<file path="src/hw/rx_pkg.sv">
//////////////////////////////
// widths, symbol and decode
// structs, framer states
//////////////////////////////

package rx_pkg;

    typedef logic [9:0]  symbol_t;    // bit 9 is code bit a, first on the line
    typedef logic [7:0]  byte_t;      // HGFEDCBA
    typedef logic [23:0] word_t;      // first byte in 23:16
    typedef logic [7:0]  err_cnt_t;   // saturating counters

    // framed line symbol
    typedef struct packed {
        logic    valid;   // one-cycle strobe
        symbol_t code;
    } rx_symbol_t;

    // decoder result for one symbol
    typedef struct packed {
        logic  valid;
        logic  k;         // control character
        byte_t data;
        logic  code_err;
    } dec_result_t;

    typedef enum logic {
        HUNT,
        LOCKED
    } framer_state_t;

    // K28.5 in both disparities, abcdei fghj
    localparam symbol_t COMMA_NEG = 10'b0011111010;
    localparam symbol_t COMMA_POS = 10'b1100000101;

endpackage

</file>
<file path="src/hw/record_assembler.sv">
//////////////////////////////
// byte to word packer and
// decoder error counter
//////////////////////////////
`timescale 1ns/10ps

module record_assembler import rx_pkg::*; (
    input  logic        WCLK,
    input  logic        RESET_WCLK,
    input  logic        enable_rx,
    input  dec_result_t dec,
    input  logic        disp_err,
    output word_t       wr_word,
    output logic        wr_en,
    output err_cnt_t    decoder_err_cnt
);

    logic [1:0] slot;           // next byte position, 0..2
    byte_t      byte0, byte1;
    logic       act;
    logic       err;
    logic       take;

    assign act  = dec.valid && enable_rx;
    assign err  = dec.code_err || disp_err;
    assign take = act && !err && !dec.k;    // a data byte to store

    always_ff @(posedge WCLK) begin
        if (RESET_WCLK) begin
            slot            <= '0;
            wr_en           <= 1'b0;
            decoder_err_cnt <= '0;
        end else begin
            wr_en <= 1'b0;
            if (act) begin
                if (err) begin
                    // partial record is thrown away
                    slot <= '0;
                    if (decoder_err_cnt != '1)
                        decoder_err_cnt <= decoder_err_cnt + 1'b1;
                end else if (dec.k) begin
                    slot <= '0;             // control char restarts the record
                end else if (slot == 2'd2) begin
                    slot  <= '0;
                    wr_en <= 1'b1;          // third byte completes the word
                end else begin
                    slot <= slot + 1'b1;
                end
            end
        end
    end

    // byte slots and outgoing word
    always_ff @(posedge WCLK) begin
        if (take) begin
            case (slot)
                2'd0:    byte0 <= dec.data;
                2'd1:    byte1 <= dec.data;
                default: wr_word <= {byte0, byte1, dec.data};
            endcase
        end
    end

endmodule

</file>
<file path="config.mk">
export PLATFORM = sky130hd
export DESIGN_NAME = record_assembler
export DESIGN_NICKNAME = d
export VERILOG_FILES = /design/src/hw/rx_pkg.sv /design/src/hw/record_assembler.sv
export SDC_FILE = /design/constraint.sdc
export NUM_CORES = 1
export LEC_CHECK = 0
export ABC_AREA = 1
export BUFFER_PORTS_ARGS = -buffer_cell sky130_fd_sc_hd__buf_2
export CAP_MARGIN = 20
export CORE_UTILIZATION = 47
export DETAILED_ROUTE_END_ITERATION = 8
export PLACE_DENSITY_LB_ADDON = 0.12
export SLEW_MARGIN = 30
export SYNTH_ARGS = -nofsm -noshare
export SYNTH_HDL_FRONTEND = slang
export SYNTH_SLANG_ARGS = --single-unit
</file>
<file path="constraint.sdc">
create_clock -name WCLK -period 6.9 [get_ports WCLK]
set_input_delay 1.38 -clock WCLK [delete_from_list [all_inputs] [get_ports WCLK]]
set_output_delay 1.38 -clock WCLK [all_outputs]
set_load 0.01 [all_outputs]
</file>
==> impl_table.tex <==
\begin{tabular}{lr}
\hline
Metric & Value \\
\hline
\multicolumn{2}{l}{\textbf{Status}} \\
Status & finished, final reports clean \\
\multicolumn{2}{l}{\textbf{Logic synthesis}} \\
Share of the yosys chip area belonging to registers & 0.790 \\
Synthesized cell area & 1800 µm² \\
Gate Count Post-Synth & 128 \\
Synth warnings & 0 \\
Net count of the mapped netlist & 144 \\
Post-synth top area share & 0.668 \\
Cell variety after synth & 20 \\
Synthesis-stage register bit count & 51 \\
Cell taking the most area after synthesis & sky130\_fd\_sc\_hd\_\_edfxtp\_1 \\
Largest cells by area after synthesis & sky130\_fd\_sc\_hd\_\_edfxtp\_1, sky130\_fd\_sc\_hd\_\_dfxtp\_1, sky130\_fd\_sc\_hd\_\_nor2\_1, sky130\_fd\_sc\_hd\_\_nand2\_1, sky130\_fd\_sc\_hd\_\_inv\_1 \\
Syn avg cell area & 14.1 µm² \\
\multicolumn{2}{l}{\textbf{Global routing}} \\
Maximum number of pins on one net before global-route repair & 25 \\
Total grt overflow & 0 \\
Tot GR Track Use & 0.147 \\
Initial antenna violation count & 0 \\
Global-route wire length before repair & 4510 µm \\
Via count of the first global-routing pass & 1033 \\
\multicolumn{2}{l}{\textbf{Power and ir drop}} \\
Static leakage & 0.901 nW \\
Switch share & 0.185 \\
PD cells & 246 nW/µm² \\
Clock share of power & 0.362 \\
VDD IR max & 0.0000937 V \\
Internal power component & 0.000442 W \\
Switching Power & 0.000101 W \\
Combinational fraction of design power & 0.027 \\
Part of the power in registers & 0.611 \\
\multicolumn{2}{l}{\textbf{STA}} \\
Final worst clock skew & 0.00286 ns \\
Unrepaired setup endpoints after global routing & false \\
Final Setup Violations & 0 \\
Maximum achievable frequency & 0.400 GHz \\
Transition at the pin with the smallest max-transition slack & 0.634 ns \\
Share of the clock period used by the worst path after layout & 0.362 \\
Number of endpoints with negative hold slack in the final report & 0 \\
Final min period & 2.50 ns \\
Max-slew violation count & 0 \\
Minimum hold slack & 0.426 ns \\
Worst rel slew slack & 0.576 \\
TNS Setup & 0 ns \\
\multicolumn{2}{l}{\textbf{Clocking}} \\
Number of CTS-inserted buffers & 5 \\
Post-CTS Setup Bufs & 0 \\
CTS tree & yes \\
Resize count post-CTS & 0 \\
Clock latency at the later pin of the worst-skew pair & 0.29 ns \\
Clk sink count & 51 \\
Clock input transition at the sequential cells of the worst setup and hold paths & 0.08 ns \\
Buffer type at the clock tree root & sky130\_fd\_sc\_hd\_\_clkbuf\_8 \\
Number of H-tree levels & 2 \\
Maximum root-to-sink buffer count & 2 \\
Number of hold buffers added after CTS & 0 \\
\multicolumn{2}{l}{\textbf{Finish}} \\
Register cell area after layout & 1420 µm² \\
Area occupied by multi-input gates & 329 µm² \\
Synthesis-to-layout area growth & 22.8\% \\
\# fillers & 294 \\
Antenna cells & 0 \\
Share of layout cells above drive strength 1 & 0.372 \\
\# nets final & 198 \\
Final instance count without filler cells & 231 \\
\multicolumn{2}{l}{\textbf{Setup path}} \\
Path depth of the worst reg2reg path & 8 \\
Critical path type & input pin to flip-flop \\
Kind of launch point of the worst setup path & input pin \\
Arr. time, crit path & 2.44 ns \\
Endpoint kind of the worst setup timing path & flip-flop \\
Required time of the worst setup path & 6.84 ns \\
Top fanout value on the critical path & 24 \\
\multicolumn{2}{l}{\textbf{Drt}} \\
Total wire length & 2760 µm \\
DR DRC count & 0 \\
Via density per instance & 4.66 \\
DRT antenna net count & 0 \\
Via total after detailed routing & 1076 \\
Length of the first detailed-routing pass in iterations & 4 \\
Detailed router's first-iteration violation count & 55 \\
Wire per inst & 11.9 µm \\
\multicolumn{2}{l}{\textbf{Floorplanning}} \\
IO Count & 48 \\
Die area & 4080 µm² \\
Site Rows & 22 \\
Die width & 63.9 µm \\
Core Box Area & 3660 µm² \\
Die height & 63.9 µm \\
Initial core utilization & 0.491 \\
\multicolumn{2}{l}{\textbf{Placed design}} \\
RD Place Congestion & 0.764 \\
Number of placed cells counting well taps & 223 \\
Number of port buffers & 47 \\
Detailed-placement wirelength estimate & 2000 µm \\
\multicolumn{2}{l}{\textbf{Hold path}} \\
Hold-critical path depth & 0 \\
Class of the tightest hold or removal check & flip-flop to flip-flop \\
\multicolumn{2}{l}{\textbf{Flow run}} \\
Max-cap violations & 0 \\
\hline
\end{tabular}
-- synthesized netlist by cell type --
| cell | n |
|---|---|
| sky130_fd_sc_hd__a21oi_1 | 3 |
| sky130_fd_sc_hd__a31oi_1 | 1 |
| sky130_fd_sc_hd__dfxtp_1 | 11 |
| sky130_fd_sc_hd__edfxtp_1 | 40 |
| sky130_fd_sc_hd__ha_1 | 1 |
| sky130_fd_sc_hd__inv_1 | 13 |
| sky130_fd_sc_hd__inv_2 | 2 |
| sky130_fd_sc_hd__nand2_1 | 15 |
| sky130_fd_sc_hd__nand2_2 | 4 |
| sky130_fd_sc_hd__nand2_4 | 2 |
| sky130_fd_sc_hd__nand3_1 | 7 |
| sky130_fd_sc_hd__nand3b_1 | 1 |
| sky130_fd_sc_hd__nand4_1 | 1 |
| sky130_fd_sc_hd__nor2_1 | 17 |
| sky130_fd_sc_hd__nor2_2 | 2 |
| sky130_fd_sc_hd__nor2_4 | 2 |
| sky130_fd_sc_hd__nor3_1 | 2 |
| sky130_fd_sc_hd__nor3_2 | 1 |
| sky130_fd_sc_hd__nor4_1 | 1 |
| sky130_fd_sc_hd__o21ai_0 | 2 |
-- power by group through the flow --
stage                     clock network [W]   logic (W)  registers [W]
after floorplan                           0  0.00000642       0.000339
after global placement                    0   0.0000139       0.000338
after detailed placement                  0   0.0000147       0.000339
after CTS                          0.000202   0.0000148       0.000332
after global routing               0.000212   0.0000164       0.000332
final                              0.000197   0.0000146       0.000332
-- cell usage in the layout (no fill, tap or decap), types with 2 or more instances in the layout --
master / netlist / final
sky130_fd_sc_hd__nand2_2: 4 / 4
sky130_fd_sc_hd__inv_2: 2 / 2
sky130_fd_sc_hd__a21oi_1: 3 / 3
sky130_fd_sc_hd__o21ai_0: 2 / 2
sky130_fd_sc_hd__edfxtp_1: 40 / 40
sky130_fd_sc_hd__nand2_4: 2 / 2
sky130_fd_sc_hd__clkbuf_8: 0 / 5
sky130_fd_sc_hd__nor3_1: 2 / 2
sky130_fd_sc_hd__inv_1: 13 / 13
sky130_fd_sc_hd__nor2_1: 17 / 16
sky130_fd_sc_hd__nor2_4: 2 / 3
sky130_fd_sc_hd__nand2_1: 15 / 15
sky130_fd_sc_hd__nand3_1: 7 / 7
sky130_fd_sc_hd__nor2_2: 2 / 2
sky130_fd_sc_hd__buf_2: 0 / 47
sky130_fd_sc_hd__dfxtp_1: 11 / 11
-- worst max-delay path: stages --
cell and delay [ns]:
sky130_fd_sc_hd__buf_2 0.08, sky130_fd_sc_hd__nand2_2 0.11, sky130_fd_sc_hd__nor3_2 0.24, sky130_fd_sc_hd__inv_1 0.12, sky130_fd_sc_hd__nor2_4 0.50
-- cells by family after synthesis --
group,after synthesis,share of synthesized area
AOI/OAI and AO/OA,6,0.0174
adders and majority gates,1,0.00695
buffers and inverters,15,0.0313
DFF,51,0.790
and+or+nand+nor,55,0.154
-- through the flow --
stage	power (W)	worst slack [ns]	utilization	area [µm²]
global route	0.000561	4.27	0.604	2210
floorplan	0.000345	3.72	-	1800
detailed placement	0.000353	4.07	0.574	2100
CTS	0.000549	4.39	0.604	2210
finish	0.000543	4.40	0.604	2210
global placement	0.000352	3.81	0.573	2100
-- state kept, by name, summed over array words and instances, names as in the netlist --
name and flops:
byte1 8, slot 2, wr_en 1, wr_word 24
byte0 8, decoder_err_cnt 8
-- path summary, 6_finish.rpt --
path	slack (ns)	end	start
hold / removal	0.43	wr_word[21]$_DFFE_PP_	byte0[5]$_DFFE_PP_
hold reg to reg	0.43	wr_word[21]$_DFFE_PP_	byte0[5]$_DFFE_PP_
setup / recovery	4.40	wr_word[12]$_DFFE_PP_	dec[10]
setup reg to reg	5.56	decoder_err_cnt[5]$_SDFFE_PP0P_	decoder_err_cnt[0]$_SDFFE_PP0P_
-- per-layer routing --
layer  up-vias  global-route usage  part of all wire
met2        33               0.253              0.51
met4         0              0.0682             0.014
met3         6              0.0464             0.056
met1       494               0.166              0.42
met5         -                   0                 0
li1        543                   -                 -
-- layout make-up --
cell class | instances | area share
Clock inverter | 3 | 0.0176
Multi-Input combinational cell | 62 | 0.149
Tap cell | 48 | 0.0272
Clock buffer | 5 | 0.0311
Sequential cell | 51 | 0.643
Inverter | 15 | 0.0255
Timing Repair Buffer | 47 | 0.106
Power figures use the tool's default switching activity.
