[config.mk]
export PLATFORM = sky130hd
export DESIGN_NAME = symbol_framer
export DESIGN_NICKNAME = d
export VERILOG_FILES = /design/src/hw/rx_pkg.sv /design/src/hw/symbol_framer.sv
export SDC_FILE = /design/constraint.sdc
export NUM_CORES = 1
export LEC_CHECK = 0
export ABC_AREA = 1
export BUFFER_PORTS_ARGS = -buffer_cell sky130_fd_sc_hd__buf_2
export CORE_UTILIZATION = 30
export DETAILED_ROUTE_END_ITERATION = 16
export SLEW_MARGIN = 20
export SYNTH_ARGS = -nofsm -noshare
export SYNTH_HDL_FRONTEND = slang
export SYNTH_SLANG_ARGS = --single-unit
[constraint.sdc]
create_clock -name WCLK -period 1.8 [get_ports WCLK]
set_clock_uncertainty 0.15 [all_clocks]
set_input_delay 0.36 -clock WCLK [delete_from_list [all_inputs] [get_ports WCLK]]
set_output_delay 0.36 -clock WCLK [all_outputs]
set_load 0.005 [all_outputs]
[src/hw/rx_pkg.sv]
//////////////////////////////
// widths, symbol and decode
// structs, framer states
//////////////////////////////

package rx_pkg;

    typedef logic [9:0]  symbol_t;    // bit 9 is code bit a, first on the line
    typedef logic [7:0]  byte_t;      // HGFEDCBA
    typedef logic [23:0] word_t;      // first byte in 23:16
    typedef logic [7:0]  err_cnt_t;   // saturating counters

    // framed line symbol
    typedef struct packed {
        logic    valid;   // one-cycle strobe
        symbol_t code;
    } rx_symbol_t;

    // decoder result for one symbol
    typedef struct packed {
        logic  valid;
        logic  k;         // control character
        byte_t data;
        logic  code_err;
    } dec_result_t;

    typedef enum logic {
        HUNT,
        LOCKED
    } framer_state_t;

    // K28.5 in both disparities, abcdei fghj
    localparam symbol_t COMMA_NEG = 10'b0011111010;
    localparam symbol_t COMMA_POS = 10'b1100000101;

endpackage

[src/hw/symbol_framer.sv]
//////////////////////////////
// comma search and 10-bit
// symbol framing
//////////////////////////////
`timescale 1ns/10ps

module symbol_framer import rx_pkg::*; (
    input  logic       WCLK,
    input  logic       RESET_WCLK,
    input  logic       rx_bit,
    input  logic       rx_bit_valid,
    input  logic       invert_rx_data,
    output rx_symbol_t sym,
    output logic       rec_sync_ready
);

    framer_state_t state;
    symbol_t       shreg;
    symbol_t       shreg_next;
    symbol_t       sym_code;
    logic          sym_valid;
    logic [3:0]    bit_cnt;     // bits of the current symbol, 0..9
    logic          comma_hit;
    logic          emit;

    // newest bit enters at bit 0, so bit 9 holds the oldest
    assign shreg_next = {shreg[8:0], rx_bit ^ invert_rx_data};

    assign comma_hit = (shreg_next == COMMA_NEG) || (shreg_next == COMMA_POS);

    always_comb begin
        if (state == HUNT)
            emit = rx_bit_valid && comma_hit;
        else
            emit = rx_bit_valid && (bit_cnt == 4'd9);
    end

    always_ff @(posedge WCLK) begin
        if (RESET_WCLK) begin
            state     <= HUNT;
            shreg     <= '0;
            bit_cnt   <= '0;
            sym_valid <= 1'b0;
        end else begin
            sym_valid <= emit;
            if (rx_bit_valid) begin
                shreg <= shreg_next;
                if (emit)
                    bit_cnt <= '0;              // symbol boundary
                else if (state == LOCKED)
                    bit_cnt <= bit_cnt + 1'b1;
            end
            if (state == HUNT && emit)
                state <= LOCKED;                // lock holds until reset
        end
    end

    // symbol payload
    always_ff @(posedge WCLK) begin
        if (emit)
            sym_code <= shreg_next;
    end

    assign sym = '{valid: sym_valid, code: sym_code};
    assign rec_sync_ready = (state == LOCKED);

endmodule

==> metrics.txt, run 1 <==
asr flop ratio synth 0; area post-placement ~1200 um2; EDFF count, synth 10; Synth Instances around 120; clock sink total 25; PostCTS Resize Cnt 0; RSZ-0062 raised after global routing no; Root Buffer clkbuf_4; switching power total around 220 uW; final setup fails 0; Yosys reg bits 25; RR Startpoint shreg[3]; crit path DAT around 1500 ps; drt wl/cell between 9 and 10 um; ANT cells 0; Seq pwr share 0.665; design area approximately 1200 um2; synth warn 0; Worst setup startpoint shreg[3]; CTS Buffer Depth 2; GRT Overall Usage 0.117; CTS tree built; core area approximately 3400 um2; reg2reg setup slack about 210 ps; Pwr per Cell Area between 700 and 800 nW/um2; f_max approximately 630 MHz; port bufs 16; Critical R2R Capture sym_code[1]; global route total overflow 0; # IOs 17; syn avg cell area between 8 and 9 um2; Vias/cell 4.27; synthesized area around 1100 um2; leading area contributor after synthesis dfxtp_1; status completed; H-tree lvl count 1; die width 61.6 um; crit start category flip-flop; Critical Path RT about 1700 ps; most frequent cells after synthesis nor2_1 (21), nand2_1 (19), inv_1 (17), dfxtp_1 (15), edfxtp_1 (10); die area 3800 um2; Unique masters post-synth 22; Switching Fraction 0.236; Final min period 1590 ps; Area Growth Syn to Fin 16.3%; Routed WL 1830 um; WS Path Type flip-flop to flip-flop; num rows 21; first-pass GRT wire length 3130 um; Worst IR Drop VDD around 0.00043 V; Synth area leaders dfxtp_1 (28%), edfxtp_1 (28%), nor2_1 (7.4%); worst r2r path cells 9; Post-Syn Nets around 130; clock share of power 0.273; Post-CTS Setup Repair Bufs 0; ys flop type dfxtp_1; Die H approximately 62 um; Placer Congestion roughly 0.77; worst min-delay path class input port to flip-flop; DR vias 794; HPWL after DPL between 1000 and 1500 um; transition time of the tightest slew-check pin 299 ps; top-area cell type share of the netlist area 0.281; crit path max fanout 10; top-count cell post-synth nor2_1; pre-CTS WS 152 ps; Remaining DRCs 0; initial drt markers 3; Power Internal 709 uW; PnR worst setup slack ~200 ps; Final TNS setup 0 ps; NumNets Final about 150; final hold vios 0; Hold-fix buffers, CTS 0; share of cells above drive strength 1 0.193; clock latency on the worst-skew pair between 300 and 400 ps; CP endpoint kind flip-flop; CTS buffer count 3; Final period util 0.886; Worst Setup EP sym_code[1]; sequential area share after synthesis 0.563; Filler Cell Count 367; 1st-pass router iterations 4; clock transition at the registers of the reported paths ~130 ps; Rel. slew slack 0.800; pin count of the biggest net entering global routing 16; Lkg Pwr between 0.5 and 0.6 nW; remaining antenna violation count after routing 0; Logic pwr share 0.062; # Max-Cap Violations 0; initial antenna violation count 0; number of global-route vias before repair approximately 740; final max-slew violation count 0; Initial Utilization 0.317
[critical path, stage by stage (launching register included)]
cell	delay, ps
dfxtp_1	440
nand2_1	70
inv_1	50
nand2_1	40
nor2_1	90
nand2_1	90
nand3_4	80
nand3_1	80
inv_1	100
buf_12	130
[final cells by class]
type,instances,area [um2],area share
repair buffers,19,115,0.0927
clock buffers,3,22.5,0.0181
multi-input cells,75,374,0.301
inverters,17,63.8,0.0514
flip-flops and latches,25,601,0.484
well taps,46,57.6,0.0464
clock inverters,1,7.51,0.00605
[per-layer routing]
| metal | vias up | GRT usage | routed length, um |
|---|---|---|---|
| li1 | 421 | - | - |
| met1 | 350 | 0.125 | 826 |
| met2 | 18 | 0.210 | 893 |
| met3 | 5 | 0.0441 | 84 |
| met4 | 0 | 0.0381 | 27 |
| met5 | - | 0 | 0 |
[flip-flops by register name (all words and copies together), names as in the netlist]
name            count
bit_cnt             4
sym_valid           1
shreg               9
sym_code           10
rec_sync_ready      1
[how the worst min path moves through the flow]
stage / startpoint / to / slack (ps) / cells past startpoint
after global placement: shreg[6] / sym_code[7] / 300 / 0
after global routing: RESET_WCLK / rec_sync_ready / 100 / 2
after CTS: RESET_WCLK / rec_sync_ready / 90 / 2
final: RESET_WCLK / rec_sync_ready / 110 / 2
after detailed placement: shreg[1] / sym_code[2] / 300 / 0
after floorplan: shreg[1] / sym_code[2] / 270 / 0
[cell families (layout without fill, tap and decap cells)]
logic type | after synthesis | count (layout) | share of synthesized area
simple gates | 52 | 52 | 0.222
flops | 25 | 25 | 0.563
buf+inv | 21 | 40 | 0.0868
compound gates | 19 | 19 | 0.0891
fa+ha+maj | 2 | 2 | 0.0234
xor+xnor | 2 | 2 | 0.0164
[stage by stage]
| stage | instances | hold slack, ps | util | power [mW] |
|---|---|---|---|---|
| 3_5_place_dp | 182 | 297 | 0.360 | 0.689 |
| 6_report | 186 | 108 | 0.369 | 0.928 |
| 2_1_floorplan | 121 | 275 | - | 0.670 |
| 3_3_place_gp | 182 | 300 | 0.360 | 0.686 |
| 4_1_cts | 186 | 91.7 | 0.369 | 0.944 |
| 5_1_grt | 186 | 98.0 | 0.369 | 0.971 |
[power groups by stage]
stage               Combinational, mW  Clock [mW]  Sequential [mW]
floorplan                      0.0451           0            0.624
global placement               0.0570           0            0.629
detailed placement             0.0585           0            0.630
CTS                            0.0587       0.268            0.617
global route                   0.0676       0.284            0.620
finish                         0.0576       0.254            0.617
[layout by cell type, fill, tap and decap left out, types with 2 or more instances in the layout]
cell type	count
a21oi_1	9
buf_2	16
buf_4	2
clkbuf_4	3
dfxtp_1	15
edfxtp_1	10
ha_1	2
inv_1	17
nand2_1	19
nand3_1	5
nor2_1	21
o21ai_0	9
Power figures use the tool's default switching activity.
==> inputs of run 2 (changes only) <==
==> constraint.sdc (replaced) <==
create_clock -name WCLK -period 1.77 [get_ports WCLK]
set_clock_uncertainty 0.15 [all_clocks]
set_input_delay 0.354 -clock WCLK [delete_from_list [all_inputs] [get_ports WCLK]]
set_output_delay 0.354 -clock WCLK [all_outputs]
set_load 0.005 [all_outputs]
==> metrics.txt, run 2 (same netlist as run 1, synthesis figures left out) <==
Design Power 943 uW (+1.6%); max reg flops 10 (unchanged); registers with the most flip-flops sym_code (10), shreg (9), bit_cnt (4); clock latency on the worst-skew pair 320 ps (about the same); Final period util 0.917 (+0.0309); crit start category flip-flop; Filler Cell Count 370 (+0.82%); port bufs 16 (unchanged); f_max 616 MHz (-1.7%); Biggest register sym_code; global route total overflow 0 (unchanged); Top cell by count, worst path nand2_1; Initial Utilization 0.317 (unchanged); CTS tree built; final max-slew violation count 0 (unchanged); Vias/cell 4.15 (-2.9%); slowest CP cell dfxtp_1; Logic pwr share 0.063 (about the same); GRT Overall Usage 0.119 (+0.00291); post-layout util 0.369 (unchanged); drt wl/cell 9.80 um (-0.49%); pre-CTS WS 118 ps (-34.6 ps); PnR worst setup slack 147 ps (-58.2 ps); NumNets Final 148 (unchanged); Hold-fix buffers, CTS 0 (unchanged); switching power total 222 uW (+1.3%); Placer Congestion 0.820 (+6.0%); Switching Fraction 0.236 (-0.000718); die width 61.6 um (unchanged); Critical Path RT 1680 ps (-30 ps); Largest delay share family, worst path simple AND/OR/NAND/NOR gates; initial drt markers 7 (+4); status completed; final hold vios 0 (unchanged); CTS buffer count 3 (unchanged); Remaining DRCs 0 (unchanged); PostCTS Resize Cnt 0 (unchanged); placed cells 182 (unchanged); crit path DAT 1530 ps (+20 ps); pin count of the biggest net entering global routing 16 (unchanged); initial antenna violation count 0 (unchanged); Root Buffer clkbuf_4; Seq pwr share 0.665 (about the same); Crit path depth 9 (unchanged); die area 3800 um2 (unchanged); # IOs 17 (unchanged); WS Path Type flip-flop to flip-flop; core area 3360 um2 (unchanged); worst min-delay path class input port to flip-flop; Power Internal 721 uW (+1.7%); most frequent cells in the layout nor2_1 (21), nand2_1 (19), inv_1 (17); fin cells 186 (unchanged); number of global-route vias before repair 763 (+3.8%); Area Growth Syn to Fin 16.3% (unchanged); # Max-Cap Violations 0 (unchanged); Pwr per Cell Area 760 nW/um2 (+1.6%); first-pass GRT wire length 3200 um (+2.4%); clock sink total 25 (unchanged); clock share of power 0.272 (about the same); H-tree lvl count 1 (unchanged); Cell Chain, Critical Path nand2_1 > inv_1 > nand2_1 > nor2_1 > nand2_1 > nand3_4 > nand3_1 > inv_1 > buf_12; HPWL after DPL 1360 um (-2.8%); Worst IR Drop VDD 0.000549 V (+27%); Routed WL 1820 um (-0.49%); CP endpoint kind flip-flop; crit path max fanout 10 (unchanged); num rows 21 (unchanged); WP buf/inv 3 (unchanged); final setup fails 0 (unchanged); RSZ-0062 raised after global routing no; commonest non-fill, non-tap cell in the layout nor2_1; ANT cells 0 (unchanged); CTS Buffer Depth 2 (unchanged); Max stage delay on crit path 440 ps (about the same); 1st-pass router iterations 4 (unchanged); share of cells above drive strength 1 0.193 (unchanged); remaining antenna violation count after routing 0 (unchanged); Rel. slew slack 0.793 (-0.00776); multi-input logic area 374 um2 (unchanged); Lkg Pwr 0.561 nW (unchanged); sequential cell area 601 um2 (unchanged); Die H 61.6 um (unchanged); Final min period 1620 ps (+28.2 ps); DR vias 771 (-2.9%); worst r2r path cells 9 (unchanged); Post-CTS Setup Repair Bufs 0 (unchanged); Final TNS setup 0 ps (unchanged); transition time of the tightest slew-check pin 311 ps (+11.6 ps); clock transition at the registers of the reported paths 140 ps (about the same); hold depth 2 (unchanged)
[run 2: cell counts in the layout (fill, tap and decap cells not counted)]
No cell type changed its count.
[run 2: path summary, 6_finish.rpt]
| path | from | slack [ps] | to |
|---|---|---|---|
| setup / recovery | shreg[3] | 150 | sym_code[0] |
| hold / removal | RESET_WCLK | 120 | rec_sync_ready |
| setup reg to reg | shreg[3] | 150 | sym_code[0] |
| hold reg to reg | shreg[1] | 320 | sym_code[2] |
[run 2: per-stage QoR]
stage	hold slack [ps]	cell area, um2
after floorplan	273	1070
after global placement	299	1210
after detailed placement	297	1210
after CTS	96.4	1240
after global routing	94.6	1240
final	116	1240
[run 2: final cells by class]
type | count | share of cell area
timing repair buffer | 19 | 0.0927
inverter | 17 | 0.0514
clock buffer | 3 | 0.0181
sequential | 25 | 0.484
tap | 46 | 0.0464
clock inverter | 1 | 0.00605
multi-input combinational | 75 | 0.301
[run 2: routing by layer]
metal / global-route usage / vias up / share of wire
met5: 0 / - / 0
met4: 0.0476 / 0 / 0.015
met3: 0.0441 / 4 / 0.033
met2: 0.207 / 15 / 0.49
met1: 0.132 / 335 / 0.46
li1: - / 417 / -
[run 2: power by group through the flow]
stage,Clock [mW],Sequential [mW],Combinational [mW]
6_report,0.256,0.627,0.0593
5_1_grt,0.288,0.630,0.0696
4_1_cts,0.272,0.627,0.0599
3_5_place_dp,0,0.640,0.0598
3_3_place_gp,0,0.639,0.0583
2_1_floorplan,0,0.635,0.0459
