**config.mk**
```make
export PLATFORM = sky130hd
export DESIGN_NAME = word_fifo
export DESIGN_NICKNAME = d
export VERILOG_FILES = /design/src/hw/rx_pkg.sv /design/src/hw/word_fifo.sv
export SDC_FILE = /design/constraint.sdc
export NUM_CORES = 1
export LEC_CHECK = 0
export BUFFER_PORTS_ARGS = -buffer_cell sky130_fd_sc_hd__buf_4
export CAP_MARGIN = 20
export CELL_PAD_IN_SITES_DETAIL_PLACEMENT = 2
export CELL_PAD_IN_SITES_GLOBAL_PLACEMENT = 2
export CORE_MARGIN = 3
export CORE_UTILIZATION = 34
export CTS_BUF_LIST = sky130_fd_sc_hd__clkbuf_4
export CTS_CLUSTER_SIZE = 10
export DETAILED_ROUTE_END_ITERATION = 12
export GPL_ROUTABILITY_DRIVEN = 0
export PLACE_DENSITY = 0.59
export SYNTH_ARGS = -nofsm -noshare
export SYNTH_HDL_FRONTEND = slang
export SYNTH_SLANG_ARGS = --single-unit
```
**constraint.sdc**
```tcl
create_clock -name WCLK -period 3.6 [get_ports WCLK]
set_input_delay 0.72 -clock WCLK [delete_from_list [all_inputs] [get_ports WCLK]]
set_output_delay 0.72 -clock WCLK [all_outputs]
set_load 0.01 [all_outputs]
```
**src/hw/rx_pkg.sv**
```systemverilog
//////////////////////////////
// widths, symbol and decode
// structs, framer states
//////////////////////////////

package rx_pkg;

    typedef logic [9:0]  symbol_t;    // bit 9 is code bit a, first on the line
    typedef logic [7:0]  byte_t;      // HGFEDCBA
    typedef logic [23:0] word_t;      // first byte in 23:16
    typedef logic [7:0]  err_cnt_t;   // saturating counters

    // framed line symbol
    typedef struct packed {
        logic    valid;   // one-cycle strobe
        symbol_t code;
    } rx_symbol_t;

    // decoder result for one symbol
    typedef struct packed {
        logic  valid;
        logic  k;         // control character
        byte_t data;
        logic  code_err;
    } dec_result_t;

    typedef enum logic {
        HUNT,
        LOCKED
    } framer_state_t;

    // K28.5 in both disparities, abcdei fghj
    localparam symbol_t COMMA_NEG = 10'b0011111010;
    localparam symbol_t COMMA_POS = 10'b1100000101;

endpackage

```
**src/hw/word_fifo.sv**
```systemverilog
//////////////////////////////
// word FIFO with overflow
// flag and lost-word count
//////////////////////////////
`timescale 1ns/10ps

module word_fifo import rx_pkg::*; #(
    parameter int FIFO_DEPTH = 16
) (
    input  logic        WCLK,
    input  logic        RESET_WCLK,
    input  word_t       wr_word,
    input  logic        wr_en,
    input  logic        read,
    output word_t       data,
    output logic        empty,
    output logic [15:0] fifo_size,
    output logic        rx_fifo_full,
    output err_cnt_t    lost_data_cnt
);

    localparam int AW = $clog2(FIFO_DEPTH);

    word_t         mem [FIFO_DEPTH];
    logic [AW-1:0] wr_ptr, rd_ptr;
    logic [AW:0]   count;
    logic          full;
    logic          do_wr, do_rd;

    assign full  = (count == (AW+1)'(FIFO_DEPTH));
    assign empty = (count == '0);
    assign do_wr = wr_en && !full;      // no back-pressure, extra words drop
    assign do_rd = read && !empty;

    assign data      = mem[rd_ptr];     // head word falls through
    assign fifo_size = 16'(count);

    always_ff @(posedge WCLK) begin
        if (do_wr)
            mem[wr_ptr] <= wr_word;
    end

    always_ff @(posedge WCLK) begin
        if (RESET_WCLK) begin
            wr_ptr        <= '0;
            rd_ptr        <= '0;
            count         <= '0;
            rx_fifo_full  <= 1'b0;
            lost_data_cnt <= '0;
        end else begin
            if (do_wr)
                wr_ptr <= wr_ptr + 1'b1;
            if (do_rd)
                rd_ptr <= rd_ptr + 1'b1;
            case ({do_wr, do_rd})
                2'b10:   count <= count + 1'b1;
                2'b01:   count <= count - 1'b1;
                default: count <= count;
            endcase
            if (wr_en)
                rx_fifo_full <= full;   // cleared by the next write that fits
            if (wr_en && full && lost_data_cnt != '1)
                lost_data_cnt <= lost_data_cnt + 1'b1;
        end
    end

endmodule

```
==> results of run 1 <==
-- layout make-up --
type,count,area [um^2]
flip-flops and latches,410,12100
multi-input cells,313,3690
well taps,600,751
diodes,2,5.00
repair buffers,101,916
clock buffers,162,1220
clock inverters,31,190
inverters,9,33.8
fillers,4302,26900
-- logic make-up (layout without fill, tap and decap cells) --
| logic type | Yosys count | after routing | share of synthesized area [%] |
|---|---|---|---|
| fa+ha+maj | 9 | 9 | 0.708 |
| xor+xnor | 8 | 8 | 0.441 |
| mux | 101 | 101 | 13.9 |
| buf+inv | 66 | 303 | 2.05 |
| other cells | 1 | 13 | 0.0236 |
| compound gates | 79 | 79 | 3.77 |
| flops | 410 | 410 | 75.8 |
| simple gates | 105 | 105 | 3.29 |
-- per-layer routing --
| layer | up-vias | global-route usage, % |
|---|---|---|
| li1 | 3588 | - |
| met1 | 4402 | 21.8 |
| met2 | 188 | 27.9 |
| met3 | 56 | 3.75 |
| met4 | 0 | 6.40 |
| met5 | - | 0 |
-- placed cells by master, fill, tap and decap left out, drive strengths merged, types with 2 or more instances in the layout --
| cell type | instances |
|---|---|
| o31ai | 4 |
| dfxtp | 26 |
| o41ai | 2 |
| o211ai | 4 |
| nand2b | 4 |
| nor3 | 6 |
| nand2 | 31 |
| mux2i | 3 |
| mux4 | 96 |
| edfxtp | 384 |
| o21ai | 4 |
| and3 | 2 |
| diode | 2 |
| nor2b | 3 |
| buf | 101 |
| conb | 11 |
| a21oi | 10 |
| mux2 | 2 |
| xor2 | 7 |
| clkinv | 26 |
| nor4 | 2 |
| ha | 9 |
| inv | 12 |
| o21a | 2 |
| nor2 | 35 |
| or3b | 2 |
| or4 | 7 |
| nand3 | 5 |
| a22oi | 48 |
| bufinv | 2 |
| clkbuf | 162 |
-- worst register-to-register path: stages (launching register included) --
cell and delay (ps):
dfxtp_1 400, or4_1 620, o21ai_4 190, inv_1 70, ha_1 300, xor2_1 190
ha_1 220, inv_1 70, a21o_1 160, a221oi_1 310, mux2_2 360
-- worst max path at each step --
stage / startpoint / to / slack (ps) / cells past startpoint
after floorplan: wr_en / mem[0][0]$_DFFE_PP_ / 220 / 3
after global placement: wr_en / count[4]$_SDFFE_PP0P_ / 620 / 11
after detailed placement: wr_en / count[4]$_SDFFE_PP0P_ / 560 / 11
after CTS: register / data[0] / 50 / 5
after global routing: register / data[0] / 20 / 5
final: register / data[16] / 200 / 5
-- registers in the layout, indices dropped and copies added (netlist names), named ones only --
signal and cells:
rx_fifo_full 1, rd_ptr 4, lost_data_cnt 8, wr_ptr 4, count 5, mem 384
-- power by group through the flow --
stage / logic, mW / clock network (mW) / registers (mW)
floorplan: 1.31 / 0 / 5.54
detailed placement: 1.98 / 0 / 5.63
finish: 1.95 / 4.14 / 5.51
CTS: 1.98 / 4.32 / 5.52
global placement: 1.95 / 0 / 5.61
global route: 2.14 / 4.60 / 5.53
==> metrics.txt, run 1 <==
Final Slew Violations 0; fmax 294 MHz; 1st-pass router iterations 4; number of setup buffers added after CTS 0; Syn. warnings 0; area leader, netlist edfxtp_1; initial antenna violation count 2; vias per cell 5.06; dpl cell area 0.0174 mm^2; worst vdd ir 0.000242 V; met2 WL 20,700 um; design area 0.0189 mm^2; Pint 8.52 mW; drc violations 0; outcome completed; CP delay by family, top multiplexers; io pins 78; Rel. slew slack 45.4%; total grt overflow 0; slowest stage delay, CP 540 ps; synthesis-to-layout area growth 18.6%; Slew @ Worst Pin 817 ps; clock root buffer clkbuf_4; CTS Buf Count 109; Tot GR Track Use 16.8%; Post-synth top flop edfxtp_1; Hold Vio Cnt, Final 0; count of flip-flops with a built-in enable after synthesis 384; Max Cap Viol 0; post-cts resize count 0; reg2reg end count[4]$_SDFFE_PP0P_; Static Leakage 6.18 nW; Seq cells post-synth 410; share of the yosys chip area belonging to registers 75.8%; Synth Area per Inst 20.4 um^2; number of placed instances, taps included 1,432; Slowest-stage cell, CP mux4_2; H-tree depth 3; Hold Path Depth 1; Vias 8,234; pre-CTS WS 562 ps; Core Rows 78; Data required, critical path 2880 ps; Setup CP Type register to primary output; vias in the first global route 9,362; crit-path max FO 30; part of the power in registers 47.5%; Post-Route M1 WL 17,500 um; CTS tree done; Worst Reg-to-Reg Cells 10; Clock Power Share 35.7%; share of the synthesized area in the top cell type 72.5%; synth cell count leaders edfxtp_1 (384), mux4_2 (96), a22oi_1 (48); DPL Wire Length 23,200 um; CTS max path bufs 3; Initial Util 34.7%; I/O Buffers 66; Die Y 222 um; CP bufs+invs 2; skew final 64.3 ps; hold_buf cts 0; global-route wire length before repair 61,500 um; layout cells sized above 1 38.9%; Logic pwr share 16.8%; HP Class input pin to register; Hold Path End mem[15][12]$_DFFE_PP_; ranking of synthesized cells by area edfxtp_1 (73%), mux4_2 (14%), dfxtp_1 (3.3%); total power 11.6 mW; Setup WS post-layout 201 ps; most common cell in the netlist edfxtp_1; ys async rst share 0%; reg-to-reg slack, setup 600 ps; Die X 222 um; clock transition at the registers of the reported paths 60 ps; CP startpoint kind register; die area 0.0494 mm^2; min cycle time layout 3400 ps; nets 981; DR iter-0 viols 495; post-route insts no fill 1,628; sw frac 26.6%; core area 0.0458 mm^2; critical path capture point type primary output; wire per inst 25.0 um; final setup TNS 0 ps; met3 WL 1680 um; post-synth cell types 51; power density of the placed cells 615 mW/mm^2; RSZ-0062 raised after global routing no; Mapped Area 0.0159 mm^2; post-route ant nets 0; largest net degree at the start of global routing 32; net switching power 3.08 mW; # clock sinks 410; Max Used Layer met4; Worst EP arrival 2680 ps; final setup fails 0; Final Cycle Share 94.4%; worst hold margin 183 ps; final core area utilization 41.2%; CP cell instances buf_12, mux4_2, a22oi_1, nand2_1, buf_4; R2R Path Start count[0]$_SDFFE_PP0P_; Mapped Cells 779; hold_sp wr_word[12]; WL final 40,700 um; clock latency on the worst-skew pair 850 ps
No activity file was read; power rests on OpenSTA's default activity.
==> run 2, diff against run 1 <==
- CTS_BUF_LIST: sky130_fd_sc_hd__clkbuf_4 -> unset
==> run 2 against run 1 <==
Worst hold slack better by 270 ps; clock power up 4%; global-route usage down 0.50 points; final cell count down 7.7%; worst setup slack better by 200 ps.
==> metrics.txt, run 2 (synthesized netlist as in run 1, its figures left out) <==
layout cells sized above 1 31.0% (-7.9 points); Static Leakage 5.98 nW (-3.2%); largest net degree at the start of global routing 32 (unchanged); Max Cap Viol 0 (unchanged); I/O Buffers 66 (unchanged); Worst EP arrival 2480 ps (-200 ps); min cycle time layout 3200 ps (-198 ps); CTS max path bufs 3 (unchanged); Die X 222 um (unchanged); Rel. slew slack 47.4% (+2.0 points); DPL Wire Length 23,200 um (unchanged); CTS Buf Count 48 (-56%); wire per inst 26.3 um (+5.3%); synthesis-to-layout area growth 18.1%; dpl cell area 0.0174 mm^2 (unchanged); Sequential Area 0.0121 mm^2 (unchanged); total grt overflow 0 (unchanged); initial antenna violation count 1 (-1); M2 GR Usage 27.8% (-0.10 points); 1st-pass router iterations 5 (+1); Slew @ Worst Pin 787 ps (-29.7 ps); CP startpoint kind register; clock latency on the worst-skew pair 580 ps (-270 ps); crit-path max FO 28 (-6.7%); critical path capture point type primary output; final setup fails 0 (unchanged); global-route wire length before repair 60,100 um (-2.2%); die area 0.0494 mm^2 (unchanged); slowest stage delay, CP 650 ps (+110 ps); Core Rows 78 (unchanged); io pins 78 (unchanged); post-route insts no fill 1,502 (-7.7%); Initial Util 34.7% (unchanged); number of setup buffers added after CTS 0 (unchanged); DR iter-0 viols 551 (+11%); met1 usage 22.0% (+0.24 points); most common cell after layout, fill and taps aside edfxtp_1; number of placed instances, taps included 1,432 (unchanged); Final Slew Violations 0 (unchanged); Setup CP Type register to primary output; worst vdd ir 0.000311 V (+29%); # clock sinks 410 (unchanged); hold_buf cts 0 (unchanged); clock transition at the registers of the reported paths 60 ps (about the same); most crowded layer after global routing met2; core area 0.0458 mm^2 (unchanged); power density of the placed cells 626 mW/mm^2 (+1.8%); nets 919 (-6.3%); Largest Register mem; CTS tree done; Final Cycle Share 88.9% (-5.5 points); vias in the first global route 8,822 (-5.8%); Vias 7,774 (-5.6%); Die Y 222 um (unchanged); Tot GR Track Use 16.3% (-0.50 points); top flop regs mem: 384 flops, lost_data_cnt: 8 flops, count: 5 flops; total of fill cells in the finished design 4,221 (-1.9%); post-route ant nets 0 (unchanged); worst hold margin 449 ps (+266 ps); Data required, critical path 2880 ps (about the same); CP cell instances buf_4, mux4_2, a22oi_1, nand2_1, buf_4; WL final 39,500 um (-2.8%); fmax 312 MHz (+6.2%); RSZ-0062 raised after global routing no; skew final 15.5 ps (-48.9 ps); most frequent cells in the layout edfxtp_1 (384), mux4_2 (96), buf_4 (88); design area 0.0188 mm^2 (-0.44%); routing usage on met3 2.81% (-0.94 points); HP Class input pin to register; Hold Vio Cnt, Final 0 (unchanged); post-cts resize count 0 (unchanged); H-tree depth 2 (-1); Slowest-stage cell, CP dfxtp_4; Largest register FFs 384 (unchanged); clock root buffer clkbuf_16; multi-input logic area 0.00369 mm^2 (unchanged); CP dominant cell by count buf_4; outcome completed; final setup TNS 0 ps (unchanged); vias per cell 5.18 (+2.3%); drc violations 0 (unchanged)
## run 2: cell types whose count changed in the layout (fill, tap and decap cells not counted), moves of 3 or more
| cell | change |
|---|---|
| clkbuf_4 | -162 |
| clkinv_2 | -3 |
| clkbuf_1 | +14 |
| clkbuf_16 | +48 |
| clkinv_1 | -19 |
## run 2: per-layer routing
layer | vias up | routed length (um)
met4 | 0 | 704
li1 | 3385 | -
met3 | 51 | 1670
met2 | 146 | 20000
met1 | 4192 | 17100
met5 | - | 0
## run 2: metrics by stage
step | util [%] | setup slack, ps | power [mW]
2_1_floorplan | - | 223 | 6.85
3_3_place_gp | 38.1 | 616 | 7.56
3_5_place_dp | 38.1 | 562 | 7.60
4_1_cts | 41.0 | 319 | 12.0
5_1_grt | 41.0 | 275 | 12.3
6_report | 41.0 | 400 | 11.8
## run 2: path summary, 6_finish.rpt
check / startpoint / end / slack (ps) / cells past startpoint
setup / recovery: register / data[0] / 400 / 5
hold / removal: wr_word[0] / mem[12][0]$_DFFE_PP_ / 450 / 1
setup reg to reg: count[1]$_SDFFE_PP0P_ / count[4]$_SDFFE_PP0P_ / 560 / 10
hold reg to reg: rx_fifo_full$_SDFFE_PP0P_ / rx_fifo_full$_SDFFE_PP0P_ / 480 / 2
## run 2: where the power goes
part           internal (mW)  leakage (nW)  switching [mW]
Sequential              5.38          3.68           0.147
Clock                   2.49         0.648            1.82
Combinational          0.943          1.65           0.982
## run 2: layout make-up
class	count	area share [%]
flip-flops and latches	410	64.2
multi-input cells	313	19.6
clock buffers	62	6.68
repair buffers	100	4.80
well taps	600	4.00
clock inverters	7	0.460
inverters	9	0.180
diodes	1	0.0133
## run 2: worst max-delay path, delay by kind of cell, from the launching register on
kind	cells	cell delay, ps
AND/OR/NAND/NOR	1	180
multiplexers	1	330
buffers and inverters	2	510
flip-flops	1	650
AO/OA/AOI/OAI	1	230
