[config.mk]
export PLATFORM = sky130hd
export DESIGN_NAME = code_decoder
export DESIGN_NICKNAME = d
export VERILOG_FILES = /design/src/hw/rx_pkg.sv /design/src/hw/code_decoder.sv
export SDC_FILE = /design/constraint.sdc
export NUM_CORES = 1
export LEC_CHECK = 0
export BUFFER_PORTS_ARGS = -buffer_cell sky130_fd_sc_hd__clkbuf_2
export CORE_ASPECT_RATIO = 1.5
export CORE_MARGIN = 2
export CORE_UTILIZATION = 40
export DETAILED_ROUTE_END_ITERATION = 8
export REMOVE_ABC_BUFFERS = 1
export SKIP_LAST_GASP = 1
export SLEW_MARGIN = 5
export SYNTH_ARGS = -nofsm -noshare
export SYNTH_HDL_FRONTEND = slang
export SYNTH_SLANG_ARGS = --single-unit
export TNS_END_PERCENT = 5
[constraint.sdc]
create_clock -name vclk -period 3.1
set_clock_uncertainty 0.1 [all_clocks]
set_input_delay 0.465 -clock vclk [all_inputs]
set_output_delay 0.465 -clock vclk [all_outputs]
set_load 0.05 [all_outputs]
[src/hw/rx_pkg.sv]
//////////////////////////////
// widths, symbol and decode
// structs, framer states
//////////////////////////////

package rx_pkg;

    typedef logic [9:0]  symbol_t;    // bit 9 is code bit a, first on the line
    typedef logic [7:0]  byte_t;      // HGFEDCBA
    typedef logic [23:0] word_t;      // first byte in 23:16
    typedef logic [7:0]  err_cnt_t;   // saturating counters

    // framed line symbol
    typedef struct packed {
        logic    valid;   // one-cycle strobe
        symbol_t code;
    } rx_symbol_t;

    // decoder result for one symbol
    typedef struct packed {
        logic  valid;
        logic  k;         // control character
        byte_t data;
        logic  code_err;
    } dec_result_t;

    typedef enum logic {
        HUNT,
        LOCKED
    } framer_state_t;

    // K28.5 in both disparities, abcdei fghj
    localparam symbol_t COMMA_NEG = 10'b0011111010;
    localparam symbol_t COMMA_POS = 10'b1100000101;

endpackage

[src/hw/code_decoder.sv]
//////////////////////////////
// 8b/10b table decoder
//////////////////////////////
`timescale 1ns/10ps

module code_decoder import rx_pkg::*; (
    input  rx_symbol_t  sym,
    output dec_result_t dec
);

    // 5b/6b, index EDCBA, RD- column as abcdei
    localparam logic [5:0] ENC6 [32] = '{
        6'b100111, 6'b011101, 6'b101101, 6'b110001,
        6'b110101, 6'b101001, 6'b011001, 6'b111000,
        6'b111001, 6'b100101, 6'b010101, 6'b110100,
        6'b001101, 6'b101100, 6'b011100, 6'b010111,
        6'b011011, 6'b100011, 6'b010011, 6'b110010,
        6'b001011, 6'b101010, 6'b011010, 6'b111010,
        6'b110011, 6'b100110, 6'b010110, 6'b110110,
        6'b001110, 6'b101110, 6'b011110, 6'b101011
    };

    // 3b/4b, index HGF, RD- column as fghj, primary D.x.7
    localparam logic [3:0] ENC4 [8] = '{
        4'b1011, 4'b1001, 4'b0101, 4'b1100,
        4'b1101, 4'b1010, 4'b0110, 4'b1110
    };

    logic [5:0] six;
    logic [3:0] four;
    logic       hit6, hit4;
    logic [4:0] edcba;
    logic [2:0] hgf;
    logic       k28, kx7, a7, a7_ok, p7;

    assign six  = sym.code[9:4];
    assign four = sym.code[3:0];
    assign k28  = (six == 6'b001111) || (six == 6'b110000);
    assign a7   = (four == 4'b0111) || (four == 4'b1000);
    assign p7   = (four == 4'b1110) || (four == 4'b0001);

    // alternate form is the complement, except for the balanced codes
    always_comb begin
        hit6  = 1'b0;
        edcba = 5'd28;          // K28 has no data entry
        for (int i = 0; i < 32; i++) begin
            if (six == ENC6[i] ||
                (six == ~ENC6[i] && ($countones(ENC6[i]) != 3 || i == 7))) begin
                hit6  = 1'b1;
                edcba = 5'(i);
            end
        end
    end

    always_comb begin
        hit4 = a7;
        hgf  = 3'd7;
        for (int j = 0; j < 8; j++) begin
            if (four == ENC4[j] ||
                (four == ~ENC4[j] && ($countones(ENC4[j]) != 2 || j == 3))) begin
                hit4 = 1'b1;
                hgf  = 3'(j);
            end
        end
        // after 110000 the K28 balanced codes come in swapped order
        if (six == 6'b110000 && $countones(four) == 2 && four != 4'b1100 && four != 4'b0011)
            hgf = ~hgf;
    end

    always_comb begin
        case (six)
            6'b111010, 6'b110110, 6'b101110, 6'b011110: kx7 = (four == 4'b1000);
            6'b000101, 6'b001001, 6'b010001, 6'b100001: kx7 = (four == 4'b0111);
            default: kx7 = 1'b0;
        endcase
        // where the alternate x.7 is legal
        case (six)
            6'b110100, 6'b101100, 6'b011100, 6'b001111: a7_ok = (four == 4'b1000);
            6'b100011, 6'b010011, 6'b001011, 6'b110000: a7_ok = (four == 4'b0111);
            default: a7_ok = kx7;
        endcase
    end

    assign dec = '{
        valid:    sym.valid,
        k:        k28 || kx7,
        data:     {hgf, edcba},
        code_err: (!hit6 && !k28) || !hit4 || (a7 && !a7_ok) || (k28 && p7)
    };

endmodule

==> results.toml, run 1 <==
[drt]
vias_per_cell = 6.15
vias = 1261
drtAntennaViolNets = 0
first_pass_iters = 4
drtIter0Drc = 23
wl_per_cell_um = 13.7
wirelength_um = 2800
drc = 0

[synth]
ys.warnings.count = 0
synthCells = 168
synthDistinctLibCells = 47
synthTopCellsByArea = "a21oi_1, ha_1, nor2_1"
ys_seq_area_share_pct = 0
post-synth-top-area-cell = "a21oi_1"
syn_area_mm2 = 0.00104
syn_avg_cell_area_um2 = 6.18
synth_top_cell_area_share_pct = 8.67

[cells_and_area]
fill_cells = 272
clkbuf_count = 0
multi_input_area_um2 = 937
fin_area_mm2 = 0.00118
flops_and_latches = 0
drive_gt1_share_pct = 20.4
syn2layout_area_growth_pct = 13.5
diodes = 0
seq_area_um2 = 0
fin_nets = 201

[critical_path]
critPathKind = "input pin to output port"
critPathMaxFanout = 3
arrival_ns = 2.49
required_ns = 2.53
cp-start-kind = "input pin"
crit_start = "sym[3]"
cp-end-kind = "output port"
crit_path_end = "dec[7]"

[power]
p_leak_uw = 0.000479
vdd_drop_max_mv = 0.0958
power_density_mw_per_mm2 = 183

[clock_tree]
post-cts-setup-buffer-count = 0
cts-hold-fix-buffers = 0

[run_status]
status = "finished clean"

[placed_design]
gp_congestion = 0.833
pre_cts_slack_ns = -0.135
hpwl_um = 2230
io_buffers = 20
postPlaceCellArea_mm2 = 0.00116

[floorplan]
die_w_um = 45.6
dieArea_mm2 = 0.00303
die_height_um = 66.4
core_mm2 = 0.00245
start_util_pct = 42.4
row_count = 22
pin_count = 22

[hold_path]
min_from = "sym[10]"
hp-class = "input pin to output port"

[timing]
max_slew.worst_pin.slew_ns = 0.391
post-route-period-util_pct = 98.5
setup_viol = 0
rsz0062_at_grt = "yes"
finalCriticalPeriod_ns = 3.05
setup_slack_ns = 0.0476
slew_headroom_pct = 74.0
slew_violations = 0
fmax_mhz = 328
hold_viol = 0

[global_route]
antenna_found_initial = 0
grt_max_degree = 23
groute.usage.overall_pct = 19.3
top_usage_layer = "met2"
use_met2_pct = 38.4
grt_pass1_vias = 1116
met1_usage_pct = 21.5
overflow = 0
grt_first_pass_wirelength_um = 4710
grt_use_met3_pct = 0

[job]
maxCapViolCount = 0
[worst min path at each step]
stage                    to  cells after the start
floorplan           dec[10]                      0
global placement    dec[10]                      0
detailed placement  dec[10]                      0
CTS                 dec[10]                      0
global route        dec[10]                      0
finish              dec[10]                      0
[worst max-delay path, cell delays in order]
cell and delay [ns]:
clkbuf_2 0.10, fa_1 0.47, ha_2 0.18, ha_1 0.26, nor3b_2 0.15, nand4_1 0.13, a211oi_2 0.31, xor2_1 0.20
clkbuf_8 0.21
[per-stage QoR]
| stage | setup TNS (ns) | total power (uW) | cells | util, % | hold WS [ns] |
|---|---|---|---|---|---|
| after floorplan | -0.389 | 137 | 151 | - | 0.830 |
| after global placement | -0.0572 | 206 | 205 | 47.2 | 0.830 |
| after detailed placement | -0.370 | 209 | 205 | 47.2 | 0.830 |
| after CTS | -0.0780 | 215 | 205 | 48.1 | 0.830 |
| after global routing | -0.146 | 234 | 205 | 48.1 | 0.830 |
| final | 0 | 215 | 205 | 48.1 | 0.830 |
[kinds of logic after synthesis]
logic type      after synthesis  share of synthesized area [%]
simple gates                 69                           35.2
xor+xnor                      7                           5.90
compound gates               62                           39.3
fa+ha+maj                     7                           9.16
buf+inv                      23                           10.5
[per-layer routing]
layer / routed length, um / part of all wire, %
met5: 0 / 0
met4: 28 / 1.0
met3: 60 / 2.1
met2: 1560 / 56
met1: 1150 / 41
[Yosys cell counts, types with 3 or more instances]
cell type   n
ha_1        6
a211oi_1    6
o32ai_1     3
o22ai_1     5
nand2b_1    6
xnor2_1     3
buf_2       9
nor2_1     20
o21ai_0     7
o21ai_1     4
a22oi_1     3
nor2b_1     6
nand2_1    13
a21oi_1    18
clkbuf_1    6
xor2_1      4
inv_1       4
[final cells by class]
class	instances	share of cell area, %
Tap cell	24	2.55
Multi-Input combinational cell	145	79.5
Timing Repair Buffer	30	16.0
Inverter	6	1.91
[cell usage in the layout, fill, tap and decap left out, types with 6 or more instances in the layout]
cell type	netlist	final
nor2_1	20	20
a21oi_1	18	18
clkbuf_2	0	17
nand2_1	13	13
buf_4	1	10
o21ai_0	7	7
nand2b_1	6	6
nor2b_1	6	6
a211oi_1	6	6
[report_power, final]
part           internal, uW  leakage, uW  total (uW)  switching (uW)
Sequential                0            0           0               0
Clock                     0            0           0               0
Combinational          74.3     0.000479         215             141
Total                  74.3     0.000479         215             141
[timing repair]
action,CTS,global route
gates resized for setup,6,0
gates cloned,0,0
pin swaps,2,3
setup endpoints to repair,3,3
No activity file was read; power rests on OpenSTA's default activity.
==> run 2: changes to the inputs <==
--- a/config.mk
+++ b/config.mk
@@ -5,8 +5,9 @@
 export SDC_FILE = /design/constraint.sdc
 export NUM_CORES = 1
 export LEC_CHECK = 0
+export ABC_AREA = 1
 export BUFFER_PORTS_ARGS = -buffer_cell sky130_fd_sc_hd__clkbuf_2
-export CORE_ASPECT_RATIO = 1.5
+export CORE_ASPECT_RATIO = 0.7
 export CORE_MARGIN = 2
 export CORE_UTILIZATION = 40
 export DETAILED_ROUTE_END_ITERATION = 8
==> results.toml, run 2 <==
[synth]
syn_avg_cell_area_um2 = 5.09
ys_seq_area_share_pct = 0
synth_common_cells = "nand2_1, inv_1, nand3_1, nor2_1, o22ai_1"
syn_area_mm2 = 0.00104
synthTopCellsByArea = "nand2_1, inv_1, nand3_1"
ys.warnings.count = 0
synth_top_cell_area_share_pct = 18.4
post-synth-top-area-cell = "nand2_1"
synthCells = 204
synthDistinctLibCells = 30
yosysMostFrequentCell = "nand2_1"

[drt]
vias = 1322
drtAntennaViolNets = 0
vias_per_cell = 5.16
wirelength_um = 2920
drtIter0Drc = 86
first_pass_iters = 4
wl_per_cell_um = 11.4
drc = 0

[power]
p_total_uw = 203
p_sw_share_pct = 73.8
combPwrFrac_pct = 100.0
p_seq_share_pct = 0
vdd_drop_max_mv = 0.0456
p_clk_share_pct = 0
power_density_mw_per_mm2 = 174
p_leak_uw = 0.000655
p_sw_uw = 150
internal-power_uw = 53.3

[cells_and_area]
final_cell_mix = "nand2_1, inv_1, nor2_1, nand3_1, clkbuf_2"
clkbuf_count = 0
fill_cells = 287
drive_gt1_share_pct = 18.5
seq_area_um2 = 0
final_common_cell = "nand2_1"
fin_area_mm2 = 0.00117
diodes = 0
syn2layout_area_growth_pct = 12.8
fin_nets = 242
flops_and_latches = 0

[global_route]
groute.usage.overall_pct = 20.0
antenna_found_initial = 0
overflow = 0
grt_pass1_vias = 1005
grt_first_pass_wirelength_um = 4690
grt_max_degree = 12

[run_status]
status = "finished clean"

[clock_tree]
cts-hold-fix-buffers = 0
cts_resized = 0
post-cts-setup-buffer-count = 0

[hold_path]
hp-class = "input pin to output port"

[critical_path]
critPathMaxFanout = 4
critPathKind = "input pin to output port"
cp-start-kind = "input pin"
required_ns = 2.53
cp-end-kind = "output port"
arrival_ns = 2.31

[floorplan]
pin_count = 22
start_util_pct = 42.2
dieArea_mm2 = 0.00303
core_mm2 = 0.00246
die_height_um = 46.6
die_w_um = 64.9
row_count = 15

[placed_design]
hpwl_um = 2500
io_buffers = 20
gp_congestion = 0.884
postPlaceCellArea_mm2 = 0.00117

[timing]
post-route-period-util_pct = 92.8
setup_viol = 0
fmax_mhz = 348
max_slew.worst_pin.slew_ns = 0.670
slew_headroom_pct = 55.2
slew_violations = 0
finalCriticalPeriod_ns = 2.88
hold_viol = 0
rsz0062_at_grt = "no"

[job]
maxCapViolCount = 0
==> run 2: layout make-up <==
class	instances	area, um^2	area share (%)
inverter	39	146	12.5
tap	34	42.5	3.63
multi-input combinational	162	875	74.7
timing repair buffer	21	108	9.19
==> run 2: power by group through the flow <==
stage          logic (uW)  registers, uW  clock network (uW)
2_1_floorplan         154              0                   0
3_5_place_dp          202              0                   0
5_1_grt               223              0                   0
4_1_cts               203              0                   0
3_3_place_gp          203              0                   0
6_report              203              0                   0
==> run 2: worst paths after layout <==
path	slack, ns	from	depth (start not counted)	to
worst max-delay path	0.22	sym[0]	9	dec[7]
worst min-delay path	0.83	sym[10]	0	dec[10]
==> run 2: per-stage QoR <==
step / utilization, % / TNS (ns) / cells / hold slack (ns) / setup WS, ns
finish: 47.6 / 0 / 256 / 0.830 / 0.224
global route: 47.6 / 0 / 256 / 0.830 / 0.0211
CTS: 47.6 / 0 / 256 / 0.830 / 0.199
detailed placement: 47.6 / 0 / 256 / 0.830 / 0.189
global placement: 47.6 / 0 / 256 / 0.830 / 0.210
floorplan: - / -0.0638 / 201 / 0.830 / -0.0638
==> run 2: cell families (layout without fill, tap and decap cells) <==
family | after synthesis | in the layout | share of synthesized area [%]
AND/OR/NAND/NOR | 126 | 126 | 57.6
adder cells (fa/ha/maj) | 7 | 7 | 9.16
buffers and inverters | 42 | 60 | 15.8
XOR/XNOR | 3 | 3 | 2.53
AO/OA/AOI/OAI | 26 | 26 | 14.9
==> run 2: worst max-delay path, cell delays in order <==
cell	delay, ns
clkbuf_2	0.13
fa_1	0.48
ha_1	0.19
ha_1	0.19
nor2_1	0.08
nand2_1	0.09
nor3_4	0.25
xor2_1	0.16
clkbuf_2	0.29
==> run 2: layer usage <==
| metal | GRT usage (%) | share of wire (%) | up-vias |
|---|---|---|---|
| met1 | 35.6 | 56 | 557 |
| met4 | 0 | 0 | 0 |
| met3 | 0.733 | 10 | 0 |
| li1 | - | - | 705 |
| met2 | 25.8 | 33 | 60 |
| met5 | 0 | 0 | - |
==> run 3: changes to the inputs <==
--- a/config.mk
+++ b/config.mk
@@ -11,6 +11,7 @@
 export CORE_MARGIN = 2
 export CORE_UTILIZATION = 40
 export DETAILED_ROUTE_END_ITERATION = 8
+export PLACE_DENSITY = 0.72
 export REMOVE_ABC_BUFFERS = 1
 export SKIP_LAST_GASP = 1
 export SLEW_MARGIN = 5
==> results.toml, run 3 (same netlist as run 2, synthesis figures left out) <==
[critical_path]
required_ns = 2.53
cp.buffers_inverters = 2
critPathKind = "input pin to output port"
arrival_ns = 2.37
cp-end-kind = "output port"
critPathMaxFanout = 4
slowest_delay_ns = 0.52
cp_top_family = "adder cells"
cp-start-kind = "input pin"
crit_chain = "clkbuf_2 > fa_1 > ha_1 > ha_1 > nor2_1 > nand2_1 > nor3_4 > xor2_1 > clkbuf_2"
critical-path-slowest-cell = "fa_1"

[cells_and_area]
fill_cells = 272
flops_and_latches = 0
syn2layout_area_growth_pct = 12.5
drive_gt1_share_pct = 19.0
final_cell_mix = "nand2_1, inv_1, nand3_1"
seq_area_um2 = 0
final_common_cell = "nand2_1"
clkbuf_count = 0
diodes = 0
fin_nets = 241
multi_input_area_um2 = 880

[timing]
finalSetupTns_ns = 0
fmax_mhz = 340
slew_headroom_pct = 67.9
hold_viol = 0
setup_viol = 0
finalCriticalPeriod_ns = 2.94
max_slew.worst_pin.slew_ns = 0.481
post-route-period-util_pct = 94.8
rsz0062_at_grt = "yes"
slew_violations = 0

[floorplan]
die_w_um = 64.9
pin_count = 22
dieArea_mm2 = 0.00303
die_height_um = 46.6
core_mm2 = 0.00246
start_util_pct = 42.2
row_count = 15

[global_route]
grt_pass1_vias = 1100
overflow = 0
grt_first_pass_wirelength_um = 4980
grt_max_degree = 12
antenna_found_initial = 0
groute.usage.overall_pct = 21.1

[placed_design]
gp_congestion = 0.859
io_buffers = 20
hpwl_um = 2510

[power]
p_leak_uw = 0.000649
power_density_mw_per_mm2 = 176
p_total_uw = 206
vdd_drop_max_mv = 0.0467

[drt]
drtIter0Drc = 105
wirelength_um = 2980
first_pass_iters = 6
vias = 1363
drtAntennaViolNets = 0
drc = 0
vias_per_cell = 5.35
wl_per_cell_um = 11.7

[hold_path]
hp-class = "input pin to output port"

[job]
maxCapViolCount = 0

[run_status]
status = "finished clean"
run 3: cell count changes in the layout (fill, tap and decap cells not counted):
cell | previous run | this run
buf_2 | 0 | 1
buf_4 | 1 | 0
clkbuf_2 | 20 | 19
nor2_1 | 24 | 22
nor2_2 | 8 | 10
run 3: path summary, 6_finish.rpt:
kind	start	cells past startpoint	to
hold / removal	sym[10]	0	dec[10]
setup / recovery	sym[0]	9	dec[7]
run 3: where the power goes:
group	switching [uW]	internal, uW	total, uW
registers	0	0	0
logic	152	53.5	206
clock network	0	0	0
run 3: area by class of cell:
class	count	area share [%]
multi-input cells	162	75.3
well taps	34	3.64
inverters	39	12.5
repair buffers	20	8.57
run 3: repair_timing:
item / CTS / global route
hold buffers: 0 / 0
setup endpoints to repair: 0 / 3
gates resized for setup: 0 / 3
buffers inserted: 0 / 0
run 3: per-layer routing:
| metal | wire length, um | global-route usage [%] | up-vias | part of all wire, % |
|---|---|---|---|---|
| li1 | - | - | 701 | - |
| met4 | 30 | 2.55 | 0 | 1.0 |
| met5 | 0 | 0 | - | 0 |
| met2 | 1060 | 29.1 | 79 | 36 |
| met3 | 382 | 3.91 | 4 | 13 |
| met1 | 1510 | 33.6 | 579 | 51 |
run 3: metrics by stage:
step | setup WS (ns) | hold slack, ns | instances | cell area (um^2) | utilization, %
finish | 0.162 | 0.830 | 255 | 1170 | 47.5
global route | -0.0104 | 0.830 | 255 | 1170 | 47.5
CTS | 0.169 | 0.830 | 255 | 1160 | 47.3
detailed placement | 0.156 | 0.830 | 255 | 1160 | 47.3
global placement | 0.226 | 0.830 | 255 | 1160 | 47.3
floorplan | -0.0638 | 0.830 | 201 | 1020 | -
